File: src/logic/rv_cfg.svh
`ifndef RV_CFG_SVH
`define RV_CFG_SVH

// datapath word and architectural register count
`define RV_XLEN 32
`define RV_REGS 32

// on-chip memory depths in words
`define RV_IMEM_WORDS 64
`define RV_DMEM_WORDS 64

// a7 value that turns ecall into a halt
`define RV_HALT_CODE 10
`define RV_DRAIN_CYCLES 3 // cycles to empty mem and wb after the halt

`endif
File: src/logic/rv_isa_pkg.sv
`default_nettype none
`include "rv_cfg.svh"

package rv_isa_pkg;

  typedef logic [`RV_XLEN-1:0] word_t;
  typedef logic [$clog2(`RV_REGS)-1:0] reg_idx_t; // x0..x31

  // major opcodes of the supported subset
  typedef enum logic [6:0] {
    OP_R      = 7'b0110011, // add sub and or xor
    OP_IMM    = 7'b0010011, // addi
    OP_LOAD   = 7'b0000011,
    OP_STORE  = 7'b0100011,
    OP_SYSTEM = 7'b1110011  // ecall only
  } opcode_t;

  typedef enum logic [2:0] {ALU_ADD, ALU_SUB, ALU_AND, ALU_OR, ALU_XOR} alu_fn_t;

  localparam logic [2:0] F3_ADD_SUB = 3'b000;
  localparam logic [2:0] F3_XOR     = 3'b100;
  localparam logic [2:0] F3_OR      = 3'b110;
  localparam logic [2:0] F3_AND     = 3'b111;
  localparam logic [2:0] F3_LW      = 3'b010; // word access only
  localparam logic [2:0] F3_SW      = 3'b010;

  localparam logic [6:0] F7_BASE = 7'b0000000;
  localparam logic [6:0] F7_SUB  = 7'b0100000; // bit 30 picks sub

endpackage

`default_nettype wire

File: src/logic/rv_pipe_pkg.sv
`default_nettype none

package rv_pipe_pkg;
  import rv_isa_pkg::*;

  // per-instruction control, travels down the pipe
  typedef struct packed {
    logic    reg_write;
    logic    mem_read;    // lw, also selects wb source
    logic    mem_write;
    logic    alu_src_imm; // operand b from imm
    logic    is_ecall;
    alu_fn_t alu_fn;
  } ctrl_t;

  // execute operand source
  typedef enum logic [1:0] {FWD_REG = 2'b00, FWD_MEM = 2'b01, FWD_WB = 2'b10} fwd_sel_t;

  typedef struct packed {
    ctrl_t    ctrl;
    word_t    rs1_data;
    word_t    rs2_data;
    word_t    imm;
    reg_idx_t rs1;
    reg_idx_t rs2;
    reg_idx_t rd;
  } id_ex_t;

  typedef struct packed {
    ctrl_t    ctrl;
    word_t    alu_out;    // result or mem address
    word_t    store_data;
    reg_idx_t rd;
  } ex_mem_t;

  typedef struct packed {
    ctrl_t    ctrl;
    word_t    alu_out;
    word_t    load_data;
    reg_idx_t rd;
  } mem_wb_t;

  typedef enum logic [1:0] {ST_IDLE, ST_RUN, ST_DRAIN, ST_HALTED} run_state_t;

endpackage

`default_nettype wire

File: src/logic/decode_unit.sv
`default_nettype none
`include "rv_cfg.svh"

module decode_unit import rv_isa_pkg::*, rv_pipe_pkg::*; (
  input  word_t    inst,
  output ctrl_t    ctrl,
  output word_t    imm,
  output reg_idx_t rs1,
  output reg_idx_t rs2,
  output reg_idx_t rd
);
  logic [2:0] f3;
  logic [6:0] f7;
  word_t      imm_i;
  word_t      imm_s;
  alu_fn_t    r_fn;
  logic       r_ok; // legal R-type funct pair

  assign f3    = inst[14:12];
  assign f7    = inst[31:25];
  assign imm_i = {{(`RV_XLEN-12){inst[31]}}, inst[31:20]};
  assign imm_s = {{(`RV_XLEN-12){inst[31]}}, inst[31:25], inst[11:7]}; // split store offset

  always_comb begin
    r_ok = 1'b1;
    r_fn = ALU_ADD;
    case ({f7, f3})
      {F7_BASE, F3_ADD_SUB}: r_fn = ALU_ADD;
      {F7_SUB, F3_ADD_SUB}:  r_fn = ALU_SUB;
      {F7_BASE, F3_AND}:     r_fn = ALU_AND;
      {F7_BASE, F3_OR}:      r_fn = ALU_OR;
      {F7_BASE, F3_XOR}:     r_fn = ALU_XOR;
      default:               r_ok = 1'b0; // outside the subset
    endcase
  end

  // anything unsupported decodes as a bubble with all register numbers 0
  always_comb begin
    ctrl = '0;
    imm  = '0;
    rs1  = '0;
    rs2  = '0;
    rd   = '0;
    case (opcode_t'(inst[6:0]))
      OP_R: if (r_ok) begin
        ctrl.reg_write = 1'b1;
        ctrl.alu_fn    = r_fn;
        rs1 = inst[19:15];
        rs2 = inst[24:20];
        rd  = inst[11:7];
      end
      OP_IMM: if (f3 == F3_ADD_SUB) begin
        ctrl.reg_write   = 1'b1;
        ctrl.alu_src_imm = 1'b1;
        imm = imm_i;
        rs1 = inst[19:15];
        rd  = inst[11:7];
      end
      OP_LOAD: if (f3 == F3_LW) begin
        ctrl.reg_write   = 1'b1;
        ctrl.mem_read    = 1'b1;
        ctrl.alu_src_imm = 1'b1; // base + offset
        imm = imm_i;
        rs1 = inst[19:15];
        rd  = inst[11:7];
      end
      OP_STORE: if (f3 == F3_SW) begin
        ctrl.mem_write   = 1'b1;
        ctrl.alu_src_imm = 1'b1;
        imm = imm_s;
        rs1 = inst[19:15];
        rs2 = inst[24:20]; // store data
      end
      OP_SYSTEM: if (inst[31:7] == '0) begin
        ctrl.is_ecall = 1'b1;
        rs1 = reg_idx_t'(17); // a7 rides the normal read and forward paths
      end
      default: ;
    endcase
  end

endmodule

`default_nettype wire

File: config.mk
export PLATFORM = sky130hd
export DESIGN_NAME = decode_unit
export DESIGN_NICKNAME = d
export VERILOG_FILES = /design/src/logic/rv_isa_pkg.sv /design/src/logic/rv_pipe_pkg.sv /design/src/logic/decode_unit.sv
export VERILOG_INCLUDE_DIRS = /design/src /design/src/logic
export SDC_FILE = /design/constraint.sdc
export NUM_CORES = 1
export LEC_CHECK = 0
export BUFFER_PORTS_ARGS = -buffer_cell sky130_fd_sc_hd__buf_2
export CORE_UTILIZATION = 30
export DETAILED_ROUTE_END_ITERATION = 6
export PLACE_DENSITY_LB_ADDON = 0.05
export SYNTH_ARGS = -nofsm -noshare
export SYNTH_HDL_FRONTEND = slang
export SYNTH_SLANG_ARGS = --single-unit
export TNS_END_PERCENT = 5
File: constraint.sdc
create_clock -name vclk -period 2.3
set_clock_uncertainty 0.15 [all_clocks]
set_input_delay 0.46 -clock vclk [all_inputs]
set_output_delay 0.46 -clock vclk [all_outputs]
set_load 0.02 [all_outputs]
==> impl_metrics.yaml <==
status:
  status: "finished with violations"
  violations: "negative setup slack"
final_layout:
  drive_gt1_frac: 0.7457
  diodes: 0
  ff_latch_area_um2: 0
  nets: 207
  area_delta_synth_final_pct: 94.20
  design.seq.count: 0
  nClkBuffers: 0
job:
  drv_cap: 0
pwr:
  p_sw_uw: 45.34
  power_frac_seq: 0
  swShare: 0.4453
  powerDensity_nw_per_um2: 81.06
  combPwrFrac: 1.000
  peakVddDrop_uv: 49.01
  p_clk_frac: 0
  p_int_uw: 56.48
  total_power_uw: 101.8
  power.leakage_nw: 0.7557
floorplanning:
  die_w_um: 48.44
  initial_core_util: 0.3231
  pin_count: 87
  die_h_um: 48.44
  rows: 16
  dieArea_um2: 2346
  core_area_um2: 2002
placed_design:
  place_congestion: 0.7858
  dpl_worst_slack_ns: -0.1841
  hpwl_um: 1796
  port_buffers: 87
worst_setup_path:
  required_ns: 1.69
  worstPathArrival_ns: 1.74
  crit_path_start_kind: "input pin"
  crit_chain: "buf_8, nor4bb_4, buf_4, and4b_2, a21o_1, and2_4, buf_6"
  crit_type: "input pin to primary output"
  endpoint_kind: "primary output"
  path_buf_inv: 3
  slowest_delay_ns: 0.29
  critPathMaxFanout: 6
  cp_slowest_cell: "and4b_2"
  cp_top_family: "simple AND/OR/NAND/NOR gates"
timing:
  rsz0062_at_grt: "yes"
  relSlewSlack: 0.8039
  worst_pin_slew_ns: 0.2914
  drv_slew: 0
  finalCriticalPeriod_ns: 2.349
  finalCritPeriodShare: 1.021
  hold_viol: 0
  finalWorstSetupSlack_ns: -0.04945
  fmax_mhz: 425.6
  setup_viol: 38
yosys:
  synth_cell_types: 29
  syn_nets: 119
  yosysSeqAreaShare: 0
  synth_warnings: 0
  avgSynthCellArea_um2: 7.435
  syn_inst: 87
  synthesis.area_um2: 646.9
drt:
  routedWlPerCell_um: 10.91
  antenna_left: 0
  drt_iter0_markers: 22
  first_pass_iters: 4
  dr_total_vias: 934
  vias_per_cell: 4.670
  drc: 0
  routed_wl_um: 2181
min_path:
  hold_class: "input pin to primary output"
global_route:
  grtUsageTotal: 0.1960
  grt_antenna_before_repair: 0
  grt_pass1_vias: 893
  grt_max_degree: 22
  grt_first_pass_wirelength_um: 3870
  grt-ovfl-total: 0
clock_tree:
  postCtsHoldBufs: 0
[Yosys cell counts, types with 2 or more instances]
cell type | instances | area share
and2_1 | 16 | 0.15
nor4bb_1 | 2 | 0.031
a22o_1 | 2 | 0.027
nor2_1 | 4 | 0.023
a21o_1 | 3 | 0.035
nor4_4 | 2 | 0.066
nand2_1 | 4 | 0.023
a22o_2 | 3 | 0.046
nor3_1 | 3 | 0.023
nor2b_1 | 5 | 0.048
inv_1 | 2 | 0.012
buf_4 | 20 | 0.23
nor4_1 | 5 | 0.048
[logic make-up (layout without fill, tap and decap cells)]
group	Yosys count	count (layout)	share of synthesized area
simple gates	51	51	0.5571
xor+xnor	1	1	0.01354
compound gates	13	13	0.1857
buf+inv	22	108	0.2437
[stage by stage]
stage	area, µm²	TNS, ns	cells	hold slack [ns]	util
floorplan	649.4	-3.811	87	0.8595	-
global placement	1104	-3.789	199	1.094	0.5513
detailed placement	1104	-4.600	199	1.100	0.5513
CTS	1219	-1.591	200	1.086	0.6088
global route	1256	-4.394	200	1.107	0.6275
finish	1256	-1.394	200	1.095	0.6275
[area by class of cell]
cell class	count	area [µm²]
Tap cell	27	33.78
Fill cell	186	745.7
Multi-Input combinational cell	65	553.0
Timing Repair Buffer	106	661.9
Inverter	2	7.507
[routing by layer]
layer / global-route usage / part of all wire
met5: 0 / 0
met4: 0.03431 / 0.013
met3: 0.006289 / 0.051
met2: 0.3826 / 0.51
met1: 0.2381 / 0.42
[path summary, 6_finish.rpt]
path | startpoint | endpoint | slack (ns) | depth (start not counted)
worst min-delay path | inst[16] | rs1[1] | 1.09 | 3
worst max-delay path | inst[3] | rs1[3] | -0.05 | 7
[power groups by stage]
stage | combinational, mW | sequential [mW] | clock [mW]
global placement | 0.0860 | 0 | 0
floorplan | 0.0265 | 0 | 0
finish | 0.102 | 0 | 0
CTS | 0.0984 | 0 | 0
global route | 0.111 | 0 | 0
detailed placement | 0.0873 | 0 | 0
[cell usage in the layout, fill, tap and decap left out, drive strengths merged]
master / n
a22oi: 1
buf: 106
nor2: 4
inv: 2
nand2: 4
a22o: 5
or3b: 1
or2: 1
or3: 1
nor4b: 1
a21oi: 2
a21o: 4
nor3: 3
nand2b: 1
a211oi: 1
and4b: 2
nand4bb: 1
nor2b: 5
nand3: 1
nor4bb: 2
xnor2: 1
and2: 16
nor4: 7
nand4: 1
[timing repair]
item                                   in CTS  in global routing
setup endpoints to repair                  50                 51
buffers inserted                            1                  0
pin swaps                                   9                  5
resized for setup                          27                 10
cloned                                      0                  0
endpoints found under the hold margin       0                  0
No activity file was read; power rests on OpenSTA's default activity.
