===== src/logic/rv_cfg.svh =====
`ifndef RV_CFG_SVH
`define RV_CFG_SVH

// datapath word and architectural register count
`define RV_XLEN 32
`define RV_REGS 32

// on-chip memory depths in words
`define RV_IMEM_WORDS 64
`define RV_DMEM_WORDS 64

// a7 value that turns ecall into a halt
`define RV_HALT_CODE 10
`define RV_DRAIN_CYCLES 3 // cycles to empty mem and wb after the halt

`endif

===== src/logic/rv_isa_pkg.sv =====
`default_nettype none
`include "rv_cfg.svh"

package rv_isa_pkg;

  typedef logic [`RV_XLEN-1:0] word_t;
  typedef logic [$clog2(`RV_REGS)-1:0] reg_idx_t; // x0..x31

  // major opcodes of the supported subset
  typedef enum logic [6:0] {
    OP_R      = 7'b0110011, // add sub and or xor
    OP_IMM    = 7'b0010011, // addi
    OP_LOAD   = 7'b0000011,
    OP_STORE  = 7'b0100011,
    OP_SYSTEM = 7'b1110011  // ecall only
  } opcode_t;

  typedef enum logic [2:0] {ALU_ADD, ALU_SUB, ALU_AND, ALU_OR, ALU_XOR} alu_fn_t;

  localparam logic [2:0] F3_ADD_SUB = 3'b000;
  localparam logic [2:0] F3_XOR     = 3'b100;
  localparam logic [2:0] F3_OR      = 3'b110;
  localparam logic [2:0] F3_AND     = 3'b111;
  localparam logic [2:0] F3_LW      = 3'b010; // word access only
  localparam logic [2:0] F3_SW      = 3'b010;

  localparam logic [6:0] F7_BASE = 7'b0000000;
  localparam logic [6:0] F7_SUB  = 7'b0100000; // bit 30 picks sub

endpackage

`default_nettype wire


===== src/logic/rv_pipe_pkg.sv =====
`default_nettype none

package rv_pipe_pkg;
  import rv_isa_pkg::*;

  // per-instruction control, travels down the pipe
  typedef struct packed {
    logic    reg_write;
    logic    mem_read;    // lw, also selects wb source
    logic    mem_write;
    logic    alu_src_imm; // operand b from imm
    logic    is_ecall;
    alu_fn_t alu_fn;
  } ctrl_t;

  // execute operand source
  typedef enum logic [1:0] {FWD_REG = 2'b00, FWD_MEM = 2'b01, FWD_WB = 2'b10} fwd_sel_t;

  typedef struct packed {
    ctrl_t    ctrl;
    word_t    rs1_data;
    word_t    rs2_data;
    word_t    imm;
    reg_idx_t rs1;
    reg_idx_t rs2;
    reg_idx_t rd;
  } id_ex_t;

  typedef struct packed {
    ctrl_t    ctrl;
    word_t    alu_out;    // result or mem address
    word_t    store_data;
    reg_idx_t rd;
  } ex_mem_t;

  typedef struct packed {
    ctrl_t    ctrl;
    word_t    alu_out;
    word_t    load_data;
    reg_idx_t rd;
  } mem_wb_t;

  typedef enum logic [1:0] {ST_IDLE, ST_RUN, ST_DRAIN, ST_HALTED} run_state_t;

endpackage

`default_nettype wire


===== src/logic/halt_controller.sv =====
`default_nettype none
`include "rv_cfg.svh"

module halt_controller import rv_pipe_pkg::*; (
  input  logic       clk,
  input  logic       reset,
  input  logic       start,    // only looked at in idle
  input  logic       halt_req, // halting ecall in execute
  output logic       fetch_en,
  output logic       flush,
  output logic       halted,
  output run_state_t state
);
  localparam logic [1:0] DRAIN_LOAD = 2'(`RV_DRAIN_CYCLES);

  logic [1:0] drain_cnt;

  always_ff @(posedge clk) begin
    if (reset) begin
      state     <= ST_IDLE;
      drain_cnt <= '0;
    end else begin
      case (state)
        ST_IDLE: if (start) state <= ST_RUN;
        ST_RUN: if (halt_req) begin
          state     <= ST_DRAIN;
          drain_cnt <= DRAIN_LOAD;
        end
        ST_DRAIN: begin
          if (drain_cnt == 2'd1)
            state <= ST_HALTED; // older instrs all written back
          else
            drain_cnt <= drain_cnt - 2'd1;
        end
        ST_HALTED: ; // sticky until reset
        default: state <= ST_IDLE;
      endcase
    end
  end

  assign fetch_en = (state == ST_RUN);
  assign flush    = fetch_en && halt_req; // kill if/id and id/ex on the halt edge
  assign halted   = (state == ST_HALTED);

  halted_sticky: assert property (@(posedge clk) disable iff (reset) halted |=> halted)
    else $error("halted fell without reset");

endmodule

`default_nettype wire


===== config.mk =====
export PLATFORM = sky130hd
export DESIGN_NAME = halt_controller
export DESIGN_NICKNAME = d
export VERILOG_FILES = /design/src/logic/rv_isa_pkg.sv /design/src/logic/rv_pipe_pkg.sv /design/src/logic/halt_controller.sv
export VERILOG_INCLUDE_DIRS = /design/src /design/src/logic
export SDC_FILE = /design/constraint.sdc
export NUM_CORES = 1
export LEC_CHECK = 0
export BUFFER_PORTS_ARGS = -buffer_cell sky130_fd_sc_hd__clkbuf_2
export CORE_AREA = 2 2 39 41
export DETAILED_ROUTE_END_ITERATION = 16
export DIE_AREA = 0 0 41 43
export HOLD_SLACK_MARGIN = 0.03
export PLACE_DENSITY = 0.46
export SYNTH_ARGS = -nofsm -noshare
export SYNTH_HDL_FRONTEND = slang
export SYNTH_SLANG_ARGS = --single-unit

===== constraint.sdc =====
create_clock -name clk -period 1.67 [get_ports clk]
set_input_delay 0.334 -clock clk [delete_from_list [all_inputs] [get_ports clk]]
set_output_delay 0.334 -clock clk [all_outputs]
set_load 0.05 [all_outputs]

==> results of run 1 <==
## cell usage after synthesis
cell type  number  area share
mux2_2          1       0.036
nor2b_4         1       0.044
and2_1          1       0.020
ha_1            5        0.20
inv_1           5       0.060
a21oi_1         1       0.016
dfxtp_1         4        0.25
nor2b_1         1       0.020
a311oi_1        1       0.028
nor2_1          3       0.036
mux2_1          1       0.036
a211oi_1        1       0.024
mux2i_1         1       0.032
nand2_1         1       0.012
a2111oi_4       1       0.088
o21ai_1         1       0.016
nand2b_1        4       0.080
## through the flow
step	utilization	cell area [µm²]	hold WS, ns
after floorplan	-	349	0.406
after global routing	0.320	443	0.369
after detailed placement	0.301	417	0.520
final	0.320	443	0.348
after global placement	0.301	417	0.526
after CTS	0.320	443	0.342
## final timing paths
check,endpoint,cells past startpoint
worst max register to register,state[0]$_SDFFE_PP0P_,5
worst min register to register,drain_cnt[1]$_SDFFE_PP0P_,2
worst max-delay path,state[0]$_SDFFE_PP0P_,5
worst min-delay path,drain_cnt[1]$_SDFFE_PP0P_,2
## routing by layer
metal  track usage  share of wire
met2         0.103           0.47
met3        0.0157          0.059
met4         0.100              0
met5             0              0
met1         0.106           0.47
## area by class of cell
| cell class | instances | area share |
|---|---|---|
| multi-input combinational | 24 | 0.548 |
| timing repair buffer | 9 | 0.107 |
| inverter | 5 | 0.0424 |
| clock buffer | 4 | 0.0593 |
| tap | 16 | 0.0452 |
| sequential | 4 | 0.198 |
## worst reg2reg max path: cells and delay by family, from the launching register on
family / cells / cell delay, ns
buffers and inverters: 1 / 0.06
AOI/OAI and AO/OA: 1 / 0.37
muxes: 1 / 0.35
DFF: 1 / 0.37
and+or+nand+nor: 1 / 0.17
adders and majority gates: 1 / 0.16
## cells by family after synthesis
kind of cell | after synthesis
AO/OA/AOI/OAI | 5
adder cells (fa/ha/maj) | 5
buffers and inverters | 5
flip-flops | 4
multiplexers | 3
AND/OR/NAND/NOR | 11
## power groups by stage
stage	registers [W]	logic (W)	clock network (W)
after floorplan	0.000235	0.000339	0
after CTS	0.000186	0.000478	0.000139
final	0.000185	0.000471	0.000129
after detailed placement	0.000188	0.000477	0
after global placement	0.000188	0.000482	0
after global routing	0.000192	0.000524	0.000140
## flip-flops by register name, indices dropped and copies added (netlist names)
name / flops
state: 2
drain_cnt: 2
==> flow_summary.yaml, run 1 <==
die:
  fp.dieW_um: 41
  coreArea_um2: 1380
  die_h_um: 43
  placementRows: 14
  initial_core_util: 0.227
  dieArea_um2: 1760
  pin_count: 9
place:
  io_buffers: 8
  preCtsSetupSlack_ns: 0.0783
  post-dp-hpwl_um: 468
  gp_congestion: 0.601
  dp_cells: 58
clock_network:
  path_clk_slew_ns: 0.04
  htreeDepth: 1
  clk_latency_ns: 0.23
  cts_num_sinks: 4
  clockRootBuffer: "clkbuf_4"
  hold_buffers: 0
  numCtsBuffers: 3
  cts.path.max_buffers: 2
  cts_resized: 0
  cts_tree: "done"
  postCtsSetupBuffers: 0
power_and_ir_drop:
  seqPwrFrac: 0.236
  p_leak_nw: 0.196
  internal_power_w: 0.000430
  power.total_w: 0.000784
  comb_power_share: 0.600
  ir_worst_vdd_mv: 0.515
  p_switching_w: 0.000354
  p_clk_frac: 0.164
  sw_frac_of_total: 0.452
  powerDensity_nw_per_um2: 1770
logic_synthesis:
  synth-simple-area-share: 0.211
  synth_mux_area_frac: 0.104
  ys_seq_area_frac: 0.255
  syn_area_um2: 314
  synth_xor_area_frac: 0
  synth-warning-count: 0
  synth.distinct_cells: 17
  syn_nets: 42
  synth_area_per_cell_um2: 9.52
  synthesis.instances: 33
  synth_compound_area_frac: 0.171
  synth_fa_ha_area_frac: 0.199
  synth_seq_cells: 4
  synth_top_family_by_area: "simple AND/OR/NAND/NOR gates"
global_route:
  grt_pass1_wl_um: 952
  grt_use_total: 0.0843
  grt_max_degree: 7
  grt_pass1_vias: 246
  grt_overflow: 0
  antenna_found_initial: 0
routing:
  wl_per_cell_um: 8.95
  dr.first_iter.drc_count: 4
  vias: 249
  ant_nets: 0
  dr.pass1.iters: 4
  vias_per_cell: 4.02
  routed_wl_um: 555
  remaining_drc_errors: 0
worst_setup_path:
  r2r_slack_ns: 0.08
  slowest_stage: "dfxtp_4"
  worst_path_largest_cell_delay_ns: 0.37
  critPathArrivalTime_ns: 1.71
  timing.rr.start: "state[0]$_SDFFE_PP0P_"
  cpLargestDelayFamily: "flip-flops"
  cp-end-kind: "flip-flop"
  crit_fanout: 4
  critPathBufInv: 1
  worstSetupStartpointType: "flip-flop"
  startpoint: "state[0]$_SDFFE_PP0P_"
  critPathRequiredTime_ns: 1.79
  criticalPathCategory: "flip-flop to flip-flop"
  worstPathCellList: "inv_2 > ha_4 > nor2b_2 > a2111oi_4 > mux2_1"
timing:
  rsz0062_at_grt: "no"
  finClkSkew_ns: 0.00582
  setup_tns_ns: 0
  finalCritPeriodShare: 0.955
  max_freq_ghz: 0.627
  period_needed_ns: 1.59
  timing.final.setup_violations: 0
  worstMarginPinSlew_ns: 0.314
  slew_viol_final: 0
  relSlewSlack: 0.791
  finalHoldViolCount: 0
  fin_ws_ns: 0.0758
final_layout:
  final_nets: 56
  fillCellCount: 147
  seq_area_um2: 87.6
  stdcell_count: 62
  multiInputGateArea_um2: 243
  num_antenna_cells: 0
  drive_gt1_frac: 0.478
  final_common_cell: "clkbuf_2"
  mostFrequentLayoutCells: "clkbuf_2 (8), nand2b_1 (4)"
  synthToLayoutAreaGrowth_pct: 41.0
hold_path:
  min_path_type: "primary input to flip-flop"
  worst_hold_startpoint: "reset"
run:
  max_cap_violations: 0
status:
  outcome: "completed"
(Power assumes the default switching activity.)
==> inputs of run 2 (changes only) <==
--- a/config.mk
+++ b/config.mk
@@ -10,7 +10,7 @@
 export CORE_AREA = 2 2 39 41
 export DETAILED_ROUTE_END_ITERATION = 16
 export DIE_AREA = 0 0 41 43
-export HOLD_SLACK_MARGIN = 0.03
+export GPL_TIMING_DRIVEN = 0
 export PLACE_DENSITY = 0.46
 export SYNTH_ARGS = -nofsm -noshare
 export SYNTH_HDL_FRONTEND = slang
==> flow_summary.yaml, run 2 (synthesis results as in run 1) <==
timing:
  relSlewSlack: 0.799
  slew_viol_final: 0
  max_freq_ghz: 0.654
  finalHoldViolCount: 0
  worstMarginPinSlew_ns: 0.301
  timing.final.setup_violations: 0
  setup_tns_ns: 0
  period_needed_ns: 1.53
  finalCritPeriodShare: 0.916
  rsz0062_at_grt: "no"
  finClkSkew_ns: 0.00436
routing:
  wl_per_cell_um: 8.18
  routed_wl_um: 499
  remaining_drc_errors: 0
  dr.first_iter.drc_count: 2
  vias: 246
  vias_per_cell: 4.03
  dr.pass1.iters: 3
  ant_nets: 0
power_and_ir_drop:
  power.total_w: 0.000758
  p_leak_nw: 0.191
  ir_worst_vdd_mv: 0.390
  powerDensity_nw_per_um2: 1740
clock_network:
  cts_tree: "done"
  postCtsSetupBuffers: 0
  cts_resized: 0
  htreeDepth: 1
  clk_latency_ns: 0.23
  path_clk_slew_ns: 0.04
  hold_buffers: 0
  cts_num_sinks: 4
  cts.path.max_buffers: 2
  numCtsBuffers: 3
  clockRootBuffer: "clkbuf_4"
worst_setup_path:
  criticalPathCategory: "flip-flop to primary output"
  cpLargestDelayFamily: "flip-flops"
  worstPathCellList: "inv_2 > ha_4 > and2_1 > clkbuf_2"
  crit_fanout: 5
  rr_endpoint: "state[0]$_SDFFE_PP0P_"
  critPathRequiredTime_ns: 1.34
  critPathBufInv: 2
  rr_worst_depth: 5
  critPathArrivalTime_ns: 1.20
  slowest_stage: "dfxtp_4"
  cp-end-kind: "primary output"
  worst_path_largest_cell_delay_ns: 0.36
  worstSetupStartpointType: "flip-flop"
  r2r_slack_ns: 0.16
  timing.rr.start: "state[1]$_SDFFE_PP0P_"
final_layout:
  final_common_cell: "clkbuf_2"
  synthToLayoutAreaGrowth_pct: 38.6
  design_area_um2: 435
  drive_gt1_frac: 0.467
  final_nets: 55
  top_regs: "drain_cnt: 2 flops, state: 2 flops"
  num_antenna_cells: 0
  mostFrequentLayoutCells: "clkbuf_2 (8), nand2b_1 (4)"
  fin_util: 0.315
hold_path:
  hold_depth: 2
  min_path_type: "primary input to flip-flop"
  min_to: "drain_cnt[1]$_SDFFE_PP0P_"
  worst_hold_startpoint: "reset"
die:
  die_h_um: 43
  pin_count: 9
  dieArea_um2: 1760
  coreArea_um2: 1380
  initial_core_util: 0.227
  placementRows: 14
  fp.dieW_um: 41
place:
  gp_congestion: 0.670
  placed_area_um2: 409
  io_buffers: 8
  post-dp-hpwl_um: 439
global_route:
  grt_max_degree: 7
  grt_use_total: 0.0712
  grt_overflow: 0
  antenna_found_initial: 0
  grt_pass1_wl_um: 800
  grt_pass1_vias: 214
status:
  outcome: "completed"
run:
  max_cap_violations: 0
run 2: power breakdown:
part           switching (W)  internal [W]
combinational       0.000266      0.000181
sequential         0.0000418      0.000143
clock              0.0000369     0.0000895
total               0.000345      0.000413
run 2: area by class of cell:
type | instances | area (µm²)
multi-input combinational | 24 | 243
timing repair buffer | 8 | 40.0
clock buffer | 4 | 26.3
fill | 150 | 948
sequential | 4 | 87.6
inverter | 5 | 18.8
tap | 16 | 20.0
run 2: metal layers:
metal,global-route usage,up-vias,wire length [µm]
met3,0.0157,0,32
met4,0.0800,0,0
met5,0,-,0
met2,0.100,5,253
li1,-,134,-
met1,0.0769,107,213
run 2: worst max path at each step:
| stage | to | start | slack (ns) | cells past startpoint |
|---|---|---|---|---|
| floorplan | state[0]$_SDFFE_PP0P_ | state[0]$_SDFFE_PP0P_ | 0.00003 | 5 |
| global placement | state[0]$_SDFFE_PP0P_ | state[0]$_SDFFE_PP0P_ | 0.05 | 5 |
| detailed placement | state[0]$_SDFFE_PP0P_ | state[0]$_SDFFE_PP0P_ | 0.06 | 5 |
| CTS | state[0]$_SDFFE_PP0P_ | state[0]$_SDFFE_PP0P_ | 0.06 | 5 |
| global route | flush | state[1]$_SDFFE_PP0P_ | 0.07 | 4 |
| finish | flush | state[1]$_SDFFE_PP0P_ | 0.14 | 4 |
run 2: stage by stage:
stage	setup WS, ns	std cells	hold WS, ns
after floorplan	0.0000349	33	0.406
after global placement	0.0477	57	0.507
after detailed placement	0.0642	57	0.515
after CTS	0.0599	61	0.351
after global routing	0.0662	61	0.372
final	0.140	61	0.351
run 2: worst register-to-register path, stage by stage, from the launching register on:
cell and delay [ns]:
dfxtp_4 0.37, inv_2 0.06, ha_4 0.17, nor2b_4 0.13, a2111oi_4 0.31, mux2_1 0.35
