### src/logic/rv_cfg.svh
`ifndef RV_CFG_SVH
`define RV_CFG_SVH

// datapath word and architectural register count
`define RV_XLEN 32
`define RV_REGS 32

// on-chip memory depths in words
`define RV_IMEM_WORDS 64
`define RV_DMEM_WORDS 64

// a7 value that turns ecall into a halt
`define RV_HALT_CODE 10
`define RV_DRAIN_CYCLES 3 // cycles to empty mem and wb after the halt

`endif
### src/logic/rv_isa_pkg.sv
`default_nettype none
`include "rv_cfg.svh"

package rv_isa_pkg;

  typedef logic [`RV_XLEN-1:0] word_t;
  typedef logic [$clog2(`RV_REGS)-1:0] reg_idx_t; // x0..x31

  // major opcodes of the supported subset
  typedef enum logic [6:0] {
    OP_R      = 7'b0110011, // add sub and or xor
    OP_IMM    = 7'b0010011, // addi
    OP_LOAD   = 7'b0000011,
    OP_STORE  = 7'b0100011,
    OP_SYSTEM = 7'b1110011  // ecall only
  } opcode_t;

  typedef enum logic [2:0] {ALU_ADD, ALU_SUB, ALU_AND, ALU_OR, ALU_XOR} alu_fn_t;

  localparam logic [2:0] F3_ADD_SUB = 3'b000;
  localparam logic [2:0] F3_XOR     = 3'b100;
  localparam logic [2:0] F3_OR      = 3'b110;
  localparam logic [2:0] F3_AND     = 3'b111;
  localparam logic [2:0] F3_LW      = 3'b010; // word access only
  localparam logic [2:0] F3_SW      = 3'b010;

  localparam logic [6:0] F7_BASE = 7'b0000000;
  localparam logic [6:0] F7_SUB  = 7'b0100000; // bit 30 picks sub

endpackage

`default_nettype wire

### src/logic/rv_pipe_pkg.sv
`default_nettype none

package rv_pipe_pkg;
  import rv_isa_pkg::*;

  // per-instruction control, travels down the pipe
  typedef struct packed {
    logic    reg_write;
    logic    mem_read;    // lw, also selects wb source
    logic    mem_write;
    logic    alu_src_imm; // operand b from imm
    logic    is_ecall;
    alu_fn_t alu_fn;
  } ctrl_t;

  // execute operand source
  typedef enum logic [1:0] {FWD_REG = 2'b00, FWD_MEM = 2'b01, FWD_WB = 2'b10} fwd_sel_t;

  typedef struct packed {
    ctrl_t    ctrl;
    word_t    rs1_data;
    word_t    rs2_data;
    word_t    imm;
    reg_idx_t rs1;
    reg_idx_t rs2;
    reg_idx_t rd;
  } id_ex_t;

  typedef struct packed {
    ctrl_t    ctrl;
    word_t    alu_out;    // result or mem address
    word_t    store_data;
    reg_idx_t rd;
  } ex_mem_t;

  typedef struct packed {
    ctrl_t    ctrl;
    word_t    alu_out;
    word_t    load_data;
    reg_idx_t rd;
  } mem_wb_t;

  typedef enum logic [1:0] {ST_IDLE, ST_RUN, ST_DRAIN, ST_HALTED} run_state_t;

endpackage

`default_nettype wire

### src/logic/hazard_if.sv
`default_nettype none

// register numbers of the pipe stages out, stall and forward selects back
interface hazard_if import rv_isa_pkg::*, rv_pipe_pkg::*; ();
  reg_idx_t id_rs1;        // decode sources
  reg_idx_t id_rs2;
  reg_idx_t ex_rs1;        // execute sources, forward targets
  reg_idx_t ex_rs2;
  reg_idx_t ex_rd;
  logic     ex_mem_read;   // load sitting in execute
  reg_idx_t mem_rd;
  logic     mem_reg_write;
  reg_idx_t wb_rd;
  logic     wb_reg_write;
  logic     stall;
  fwd_sel_t fwd_a;
  fwd_sel_t fwd_b;

  modport core (
    output id_rs1, id_rs2, ex_rs1, ex_rs2, ex_rd, ex_mem_read,
    output mem_rd, mem_reg_write, wb_rd, wb_reg_write,
    input  stall, fwd_a, fwd_b
  );

  modport unit (
    input  id_rs1, id_rs2, ex_rs1, ex_rs2, ex_rd, ex_mem_read,
    input  mem_rd, mem_reg_write, wb_rd, wb_reg_write,
    output stall, fwd_a, fwd_b
  );
endinterface

`default_nettype wire

### src/logic/hazard_forward_unit.sv
`default_nettype none

module hazard_forward_unit import rv_isa_pkg::*, rv_pipe_pkg::*; (
  input logic   clk,
  hazard_if.unit hz
);

  // mem stage wins over wb, x0 never forwards
  function automatic fwd_sel_t pick(input reg_idx_t rs,
                                    input reg_idx_t mem_rd, input logic mem_we,
                                    input reg_idx_t wb_rd, input logic wb_we);
    if (mem_we && mem_rd != '0 && mem_rd == rs)
      pick = FWD_MEM;
    else if (wb_we && wb_rd != '0 && wb_rd == rs)
      pick = FWD_WB;
    else
      pick = FWD_REG;
  endfunction

  assign hz.fwd_a = pick(hz.ex_rs1, hz.mem_rd, hz.mem_reg_write, hz.wb_rd, hz.wb_reg_write);
  assign hz.fwd_b = pick(hz.ex_rs2, hz.mem_rd, hz.mem_reg_write, hz.wb_rd, hz.wb_reg_write);

  // load in execute feeding decode needs one bubble
  assign hz.stall = hz.ex_mem_read && (hz.ex_rd != '0) &&
                    (hz.ex_rd == hz.id_rs1 || hz.ex_rd == hz.id_rs2);

  // the bubble clears ex_mem_read so stall drops the next cycle
  single_bubble: assert property (@(posedge clk) hz.stall |=> !hz.stall)
    else $error("load-use stall held for two cycles");

endmodule

`default_nettype wire

### src/flat_wrapper.sv
// flat-port wrapper written by rule: the top's interface ports become plain ports
module hazard_forward_unit_flat import rv_isa_pkg::*, rv_pipe_pkg::*;
  (clk, hz_id_rs1, hz_id_rs2, hz_ex_rs1, hz_ex_rs2, hz_ex_rd, hz_ex_mem_read, hz_mem_rd, hz_mem_reg_write, hz_wb_rd, hz_wb_reg_write, hz_stall, hz_fwd_a, hz_fwd_b);
  hazard_if hz_i ();
  input logic clk;
  input wire logic [$bits(hz_i.id_rs1)-1:0] hz_id_rs1;
  input wire logic [$bits(hz_i.id_rs2)-1:0] hz_id_rs2;
  input wire logic [$bits(hz_i.ex_rs1)-1:0] hz_ex_rs1;
  input wire logic [$bits(hz_i.ex_rs2)-1:0] hz_ex_rs2;
  input wire logic [$bits(hz_i.ex_rd)-1:0] hz_ex_rd;
  input wire logic [$bits(hz_i.ex_mem_read)-1:0] hz_ex_mem_read;
  input wire logic [$bits(hz_i.mem_rd)-1:0] hz_mem_rd;
  input wire logic [$bits(hz_i.mem_reg_write)-1:0] hz_mem_reg_write;
  input wire logic [$bits(hz_i.wb_rd)-1:0] hz_wb_rd;
  input wire logic [$bits(hz_i.wb_reg_write)-1:0] hz_wb_reg_write;
  output wire logic [$bits(hz_i.stall)-1:0] hz_stall;
  output wire logic [$bits(hz_i.fwd_a)-1:0] hz_fwd_a;
  output wire logic [$bits(hz_i.fwd_b)-1:0] hz_fwd_b;
  assign hz_i.id_rs1 = hz_id_rs1;
  assign hz_i.id_rs2 = hz_id_rs2;
  assign hz_i.ex_rs1 = hz_ex_rs1;
  assign hz_i.ex_rs2 = hz_ex_rs2;
  assign hz_i.ex_rd = hz_ex_rd;
  assign hz_i.ex_mem_read = hz_ex_mem_read;
  assign hz_i.mem_rd = hz_mem_rd;
  assign hz_i.mem_reg_write = hz_mem_reg_write;
  assign hz_i.wb_rd = hz_wb_rd;
  assign hz_i.wb_reg_write = hz_wb_reg_write;
  assign hz_stall = hz_i.stall;
  assign hz_fwd_a = hz_i.fwd_a;
  assign hz_fwd_b = hz_i.fwd_b;
  hazard_forward_unit u_core (.clk(clk), .hz(hz_i));
endmodule
### config.mk
export PLATFORM = sky130hd
export DESIGN_NAME = hazard_forward_unit_flat
export DESIGN_NICKNAME = d
export VERILOG_FILES = /design/src/logic/rv_isa_pkg.sv /design/src/logic/rv_pipe_pkg.sv /design/src/logic/hazard_if.sv /design/src/logic/hazard_forward_unit.sv /design/src/flat_wrapper.sv
export VERILOG_INCLUDE_DIRS = /design/src /design/src/logic
export SDC_FILE = /design/constraint.sdc
export NUM_CORES = 1
export LEC_CHECK = 0
export ABC_AREA = 1
export BUFFER_PORTS_ARGS = -buffer_cell sky130_fd_sc_hd__buf_2
export CAP_MARGIN = 25
export CORE_MARGIN = 10
export CORE_UTILIZATION = 35
export DETAILED_ROUTE_END_ITERATION = 10
export GPL_TIMING_DRIVEN = 1
export PLACE_DENSITY_LB_ADDON = 0.2
export SLEW_MARGIN = 20
export SYNTH_ARGS = -nofsm -noshare
export SYNTH_HDL_FRONTEND = slang
export SYNTH_SLANG_ARGS = --single-unit
### constraint.sdc
create_clock -name vclk -period 0.8
set_input_delay 0 -clock vclk [all_inputs]
set_output_delay 0 -clock vclk [all_outputs]
set_load 0.005 [all_outputs]
==> impl_metrics.json, run 1 <==
{
  "syn2layout_area_growth_pct": 47.4,
  "antenna_found_initial": 0,
  "clock_buffers": 0,
  "cp.arrival_ns": 0.82,
  "fmaxAchievable_mhz": 1220,
  "synth.top_cell.area_share": 0.383,
  "wl_um": 1910,
  "ys_seq_area_frac": 0,
  "hp-class": "primary input to output port",
  "whs_ns": 0.317,
  "vias": 814,
  "postSynthCellCount": 124,
  "min_to": "hz_stall",
  "leakagePower_uw": 0.000548,
  "status": "finished, violations left",
  "slew_violations": 0,
  "fp.dieW_um": 59.6,
  "vdd_drop_max_v": 0.000213,
  "grt_max_degree": 5,
  "synth_area_leaders": "nand2_1 38%, inv_1 17%, xnor2_1 13%",
  "finalCritPeriodShare": 1.02,
  "startpoint_type": "primary input",
  "drtIter0Drc": 12,
  "grt_pass1_wl_um": 2850,
  "nFillCells": 168,
  "ant_nets": 0,
  "combPwrFrac": 1.000,
  "synth_top_cell_by_area": "nand2_1",
  "rsz0062_at_grt": "yes",
  "vias_per_cell": 4.45,
  "grt_overflow": 0,
  "ff_latch_area_sq_um": 0,
  "hp-start": "hz_ex_mem_read",
  "gp_congestion": 0.807,
  "p_clk_frac": 0,
  "synthTopCellsByCount": "56 x nand2_1, 25 x inv_1, 18 x nor2_1, 8 x xnor2_1, 5 x nand3_1",
  "crit_fanout": 4,
  "syn_area_sq_um": 549,
  "whs_path_depth": 4,
  "synth_area_per_cell_sq_um": 4.43,
  "maxCapViolCount": 0,
  "synth_most_common_cell": "nand2_1",
  "p_seq_frac": 0,
  "synth_nets": 163,
  "worst_slew_pin_slew_ns": 0.210,
  "required_ns": 0.80,
  "netSwitchingFraction": 0.523,
  "fin_nets": 208,
  "finalSetupTns_ns": -0.0174,
  "slew_headroom": 0.859,
  "fin_crit_ns": 0.817,
  "core-area_sq_um": 1490,
  "wl_per_cell_um": 10.4,
  "crit_type": "primary input to output port",
  "failed_checks": "negative setup slack",
  "io_buffers": 43,
  "start_util": 0.369,
  "io_pins": 44,
  "drc": 0,
  "seq_cell_count": 0,
  "finalSetupViolations": 1,
  "die-area_sq_um": 3550,
  "track_usage": 0.0926,
  "grt_pass1_vias": 766,
  "fp-row-count": 14,
  "drive_gt1_frac": 0.293,
  "fin_ws_ns": -0.0174,
  "num_antenna_cells": 0,
  "firstDrtPassIters": 4,
  "fp.dieH_um": 59.6,
  "cell_internal_pwr_uw": 178,
  "power_density_nw_per_um2": 461,
  "hpwl_um": 1740,
  "hold_viol_final": 0,
  "yosys.cell_types.count": 12,
  "end_kind": "output port",
  "ys_warn_count": 0,
  "switchingPower_uw": 195
}
per-layer routing:
layer | GRT usage | part of all wire
met4 | 0 | 0
met3 | 0.0322 | 0.090
met5 | 0 | 0
met2 | 0.183 | 0.51
met1 | 0.0952 | 0.40
area by class of cell:
type / instances / area (sq um) / share of cell area
well taps: 16 / 20.0 / 0.0247
multi-input cells: 99 / 468 / 0.578
repair buffers: 43 / 228 / 0.281
inverters: 25 / 93.8 / 0.116
layout by cell type, fill, tap and decap left out, drive strengths merged:
cell type / netlist / layout
nand2: 56 / 56
buf: 0 / 43
inv: 25 / 25
nor2: 18 / 18
xnor2: 8 / 8
nand3: 5 / 5
xor2: 3 / 3
nand4: 3 / 3
o21ai: 3 / 3
or2: 1 / 1
a21oi: 1 / 1
nand3b: 1 / 1
metrics by stage:
stage                      util  setup slack, ns  cell area [sq um]  instances  power, uW
after detailed placement  0.527         -0.00325                785        183        357
after global routing      0.544          -0.0838                810        183        421
after floorplan               -            0.252                549        124        189
after global placement    0.527           0.0329                785        183        349
final                     0.544          -0.0174                810        183        373
after CTS                 0.527           0.0161                785        183        359
worst max-delay path, cell delays in order:
cell and delay (ns):
buf_2 0.10, inv_1 0.11, o21ai_0 0.09, nor2_1 0.13, nand3_2 0.09, nor2_2 0.12
nor2_1 0.05, buf_2 0.12
timing repair:
| item | CTS | global route |
|---|---|---|
| setup endpoints to repair | 2 | 5 |
| buffers inserted | 0 | 0 |
| hold buffers | 0 | 0 |
| gates resized for setup | 0 | 10 |
| pin swaps | 1 | 11 |
power groups by stage:
stage | clock network, uW | logic, uW | registers (uW)
2_1_floorplan | 0 | 189 | 0
3_3_place_gp | 0 | 349 | 0
3_5_place_dp | 0 | 357 | 0
4_1_cts | 0 | 359 | 0
5_1_grt | 0 | 421 | 0
6_report | 0 | 373 | 0
cells by family after synthesis:
kind of cell	share of synthesized area
compound gates	0.0433
xor+xnor	0.175
buf+inv	0.171
simple gates	0.610
worst max path at each step:
stage / from / cells after the start / to / slack [ns]
2_1_floorplan: hz_mem_rd[4] / 4 / hz_fwd_a[1] / 0.25
3_3_place_gp: hz_mem_rd[4] / 6 / hz_fwd_a[1] / 0.03
3_5_place_dp: hz_mem_rd[4] / 6 / hz_fwd_b[1] / -0.003
4_1_cts: hz_mem_rd[4] / 6 / hz_fwd_b[1] / 0.02
5_1_grt: hz_mem_rd[1] / 8 / hz_fwd_b[1] / -0.08
6_report: hz_mem_rd[1] / 8 / hz_fwd_b[1] / -0.02
(Power assumes the default switching activity.)
==> inputs of run 2 (changes only) <==
Settings changed: CELL_PAD_IN_SITES_DETAIL_PLACEMENT from default to 0, CELL_PAD_IN_SITES_GLOBAL_PLACEMENT from default to 2, CORE_UTILIZATION 35 to 16.
==> run 2 against run 1 <==
The flow now finishes without violations; cell count grew 16%; wire length grew 13%; global-route usage decreased by 3.0 points; worst setup slack better by 0.026 ns; die area up 74%; worst hold slack improved by 0.0035 ns; design area grew 14%; non-clock buffer count unchanged; sequential share of layout area unchanged; count of clock-buffer cells in the layout stayed put; critical path type unchanged; largest cell class unchanged; largest power group unchanged; highest routed layer unchanged.
==> impl_metrics.json, run 2 (synthesis results as in run 1) <==
{
  "slew_headroom": 0.865,
  "final_common_cell": "nand2_1",
  "netSwitchingFraction": 0.507,
  "vias_per_cell": 3.80,
  "startpoint_type": "primary input",
  "seq_cell_count": 0,
  "ff_latch_area_sq_um": 0,
  "track_usage": 0.0628,
  "hold_viol_final": 0,
  "fin_ws_ns": 0.00859,
  "slew_violations": 0,
  "vdd_drop_max_v": 0.000171,
  "placed_cells": 213,
  "drc": 0,
  "power_density_nw_per_um2": 461,
  "hpwl_um": 1980,
  "crit_fanout": 3,
  "fp.dieH_um": 78.6,
  "fin_util": 0.276,
  "fin_crit_ns": 0.791,
  "ant_nets": 0,
  "hp-start": "hz_ex_mem_read",
  "cp.arrival_ns": 0.79,
  "totalPowerFinal_uw": 424,
  "die-area_sq_um": 6180,
  "status": "completed",
  "drive_gt1_frac": 0.371,
  "fmaxAchievable_mhz": 1260,
  "wl_per_cell_um": 10.1,
  "cts-hold-fix-buffers": 0,
  "io_buffers": 43,
  "grt_overflow": 0,
  "grt_max_degree": 5,
  "nFillCells": 408,
  "min_to": "hz_stall",
  "worst_slew_pin_slew_ns": 0.201,
  "finalCritPeriodShare": 0.989,
  "switchingPower_uw": 215,
  "fp-row-count": 21,
  "maxCapViolCount": 0,
  "final_cell_mix": "54 x nand2_1, 34 x buf_2, 19 x inv_1",
  "firstDrtPassIters": 4,
  "vias": 810,
  "num_antenna_cells": 0,
  "cell_internal_pwr_uw": 209,
  "gp_congestion": 0.813,
  "pre_cts_ws_ns": -0.0305,
  "drtIter0Drc": 9,
  "clock_buffers": 0,
  "hp-class": "primary input to output port",
  "grt_pass1_vias": 816,
  "grt_pass1_wl_um": 3400,
  "end_kind": "output port",
  "combPwrFrac": 1.000,
  "finalSetupViolations": 0,
  "p_clk_frac": 0,
  "whs_path_depth": 4,
  "start_util": 0.165,
  "syn2layout_area_growth_pct": 67.4,
  "core-area_sq_um": 3340,
  "leakagePower_uw": 0.000571,
  "io_pins": 44,
  "rsz0062_at_grt": "yes",
  "fin_nets": 208,
  "wl_um": 2150,
  "p_seq_frac": 0,
  "required_ns": 0.80,
  "antenna_found_initial": 0,
  "final_cell_count_no_fill": 213,
  "fp.dieW_um": 78.6,
  "crit_type": "primary input to output port"
}
run 2: cell types whose count changed in the layout (fill, tap and decap cells not counted), moves of 3 or more:
cell / previous run / this run
buf_4: 0 / 3
inv_2: 1 / 4
nor2_1: 15 / 12
inv_1: 24 / 19
nor2_2: 3 / 6
buf_2: 41 / 34
buf_6: 2 / 5
run 2: critical path: stages:
cell and delay (ns):
buf_8 0.10, or2_1 0.23, o21ai_2 0.16, nor2_2 0.07, nor2_1 0.11, buf_2 0.12
run 2: metrics by stage:
| step | hold slack, ns | setup TNS (ns) | area (sq um) |
|---|---|---|---|
| finish | 0.321 | 0 | 920 |
| global route | 0.333 | -0.0918 | 920 |
| CTS | 0.322 | 0 | 827 |
| detailed placement | 0.323 | -0.0305 | 822 |
| global placement | 0.310 | -0.00955 | 822 |
| floorplan | 0.0948 | 0 | 549 |
run 2: metal layers:
metal,vias up,routed length [um],track usage
met3,0,242,0.0308
met1,329,885,0.0686
met4,0,0,0
met5,-,0,0
li1,452,-,-
met2,29,1020,0.113
run 2: worst max path at each step:
stage	from	to	cells after the start	slack (ns)
floorplan	hz_mem_rd[4]	hz_fwd_a[1]	4	0.25
global route	hz_mem_rd[4]	hz_fwd_b[1]	6	-0.06
finish	hz_mem_rd[4]	hz_fwd_b[1]	6	0.009
global placement	hz_mem_rd[1]	hz_fwd_b[1]	8	-0.01
detailed placement	hz_mem_rd[3]	hz_fwd_b[1]	9	-0.03
CTS	hz_mem_rd[4]	hz_fwd_a[1]	6	0.001
run 2: power by group through the flow:
stage	registers (uW)	clock network (uW)	logic (uW)
global placement	0	0	370
CTS	0	0	374
finish	0	0	424
detailed placement	0	0	368
global route	0	0	483
floorplan	0	0	189
run 2: final cells by class:
| type | instances | area [sq um] | share of cell area |
|---|---|---|---|
| tap | 46 | 57.6 | 0.0626 |
| multi-input combinational | 99 | 499 | 0.543 |
| timing repair buffer | 43 | 264 | 0.287 |
| inverter | 25 | 98.8 | 0.107 |
run 2: repair_timing:
item                                    CTS  global route
endpoints found under the setup margin    2             5
gates resized for setup                   3            33
pin swaps                                 4            15
buffers inserted                          0             0
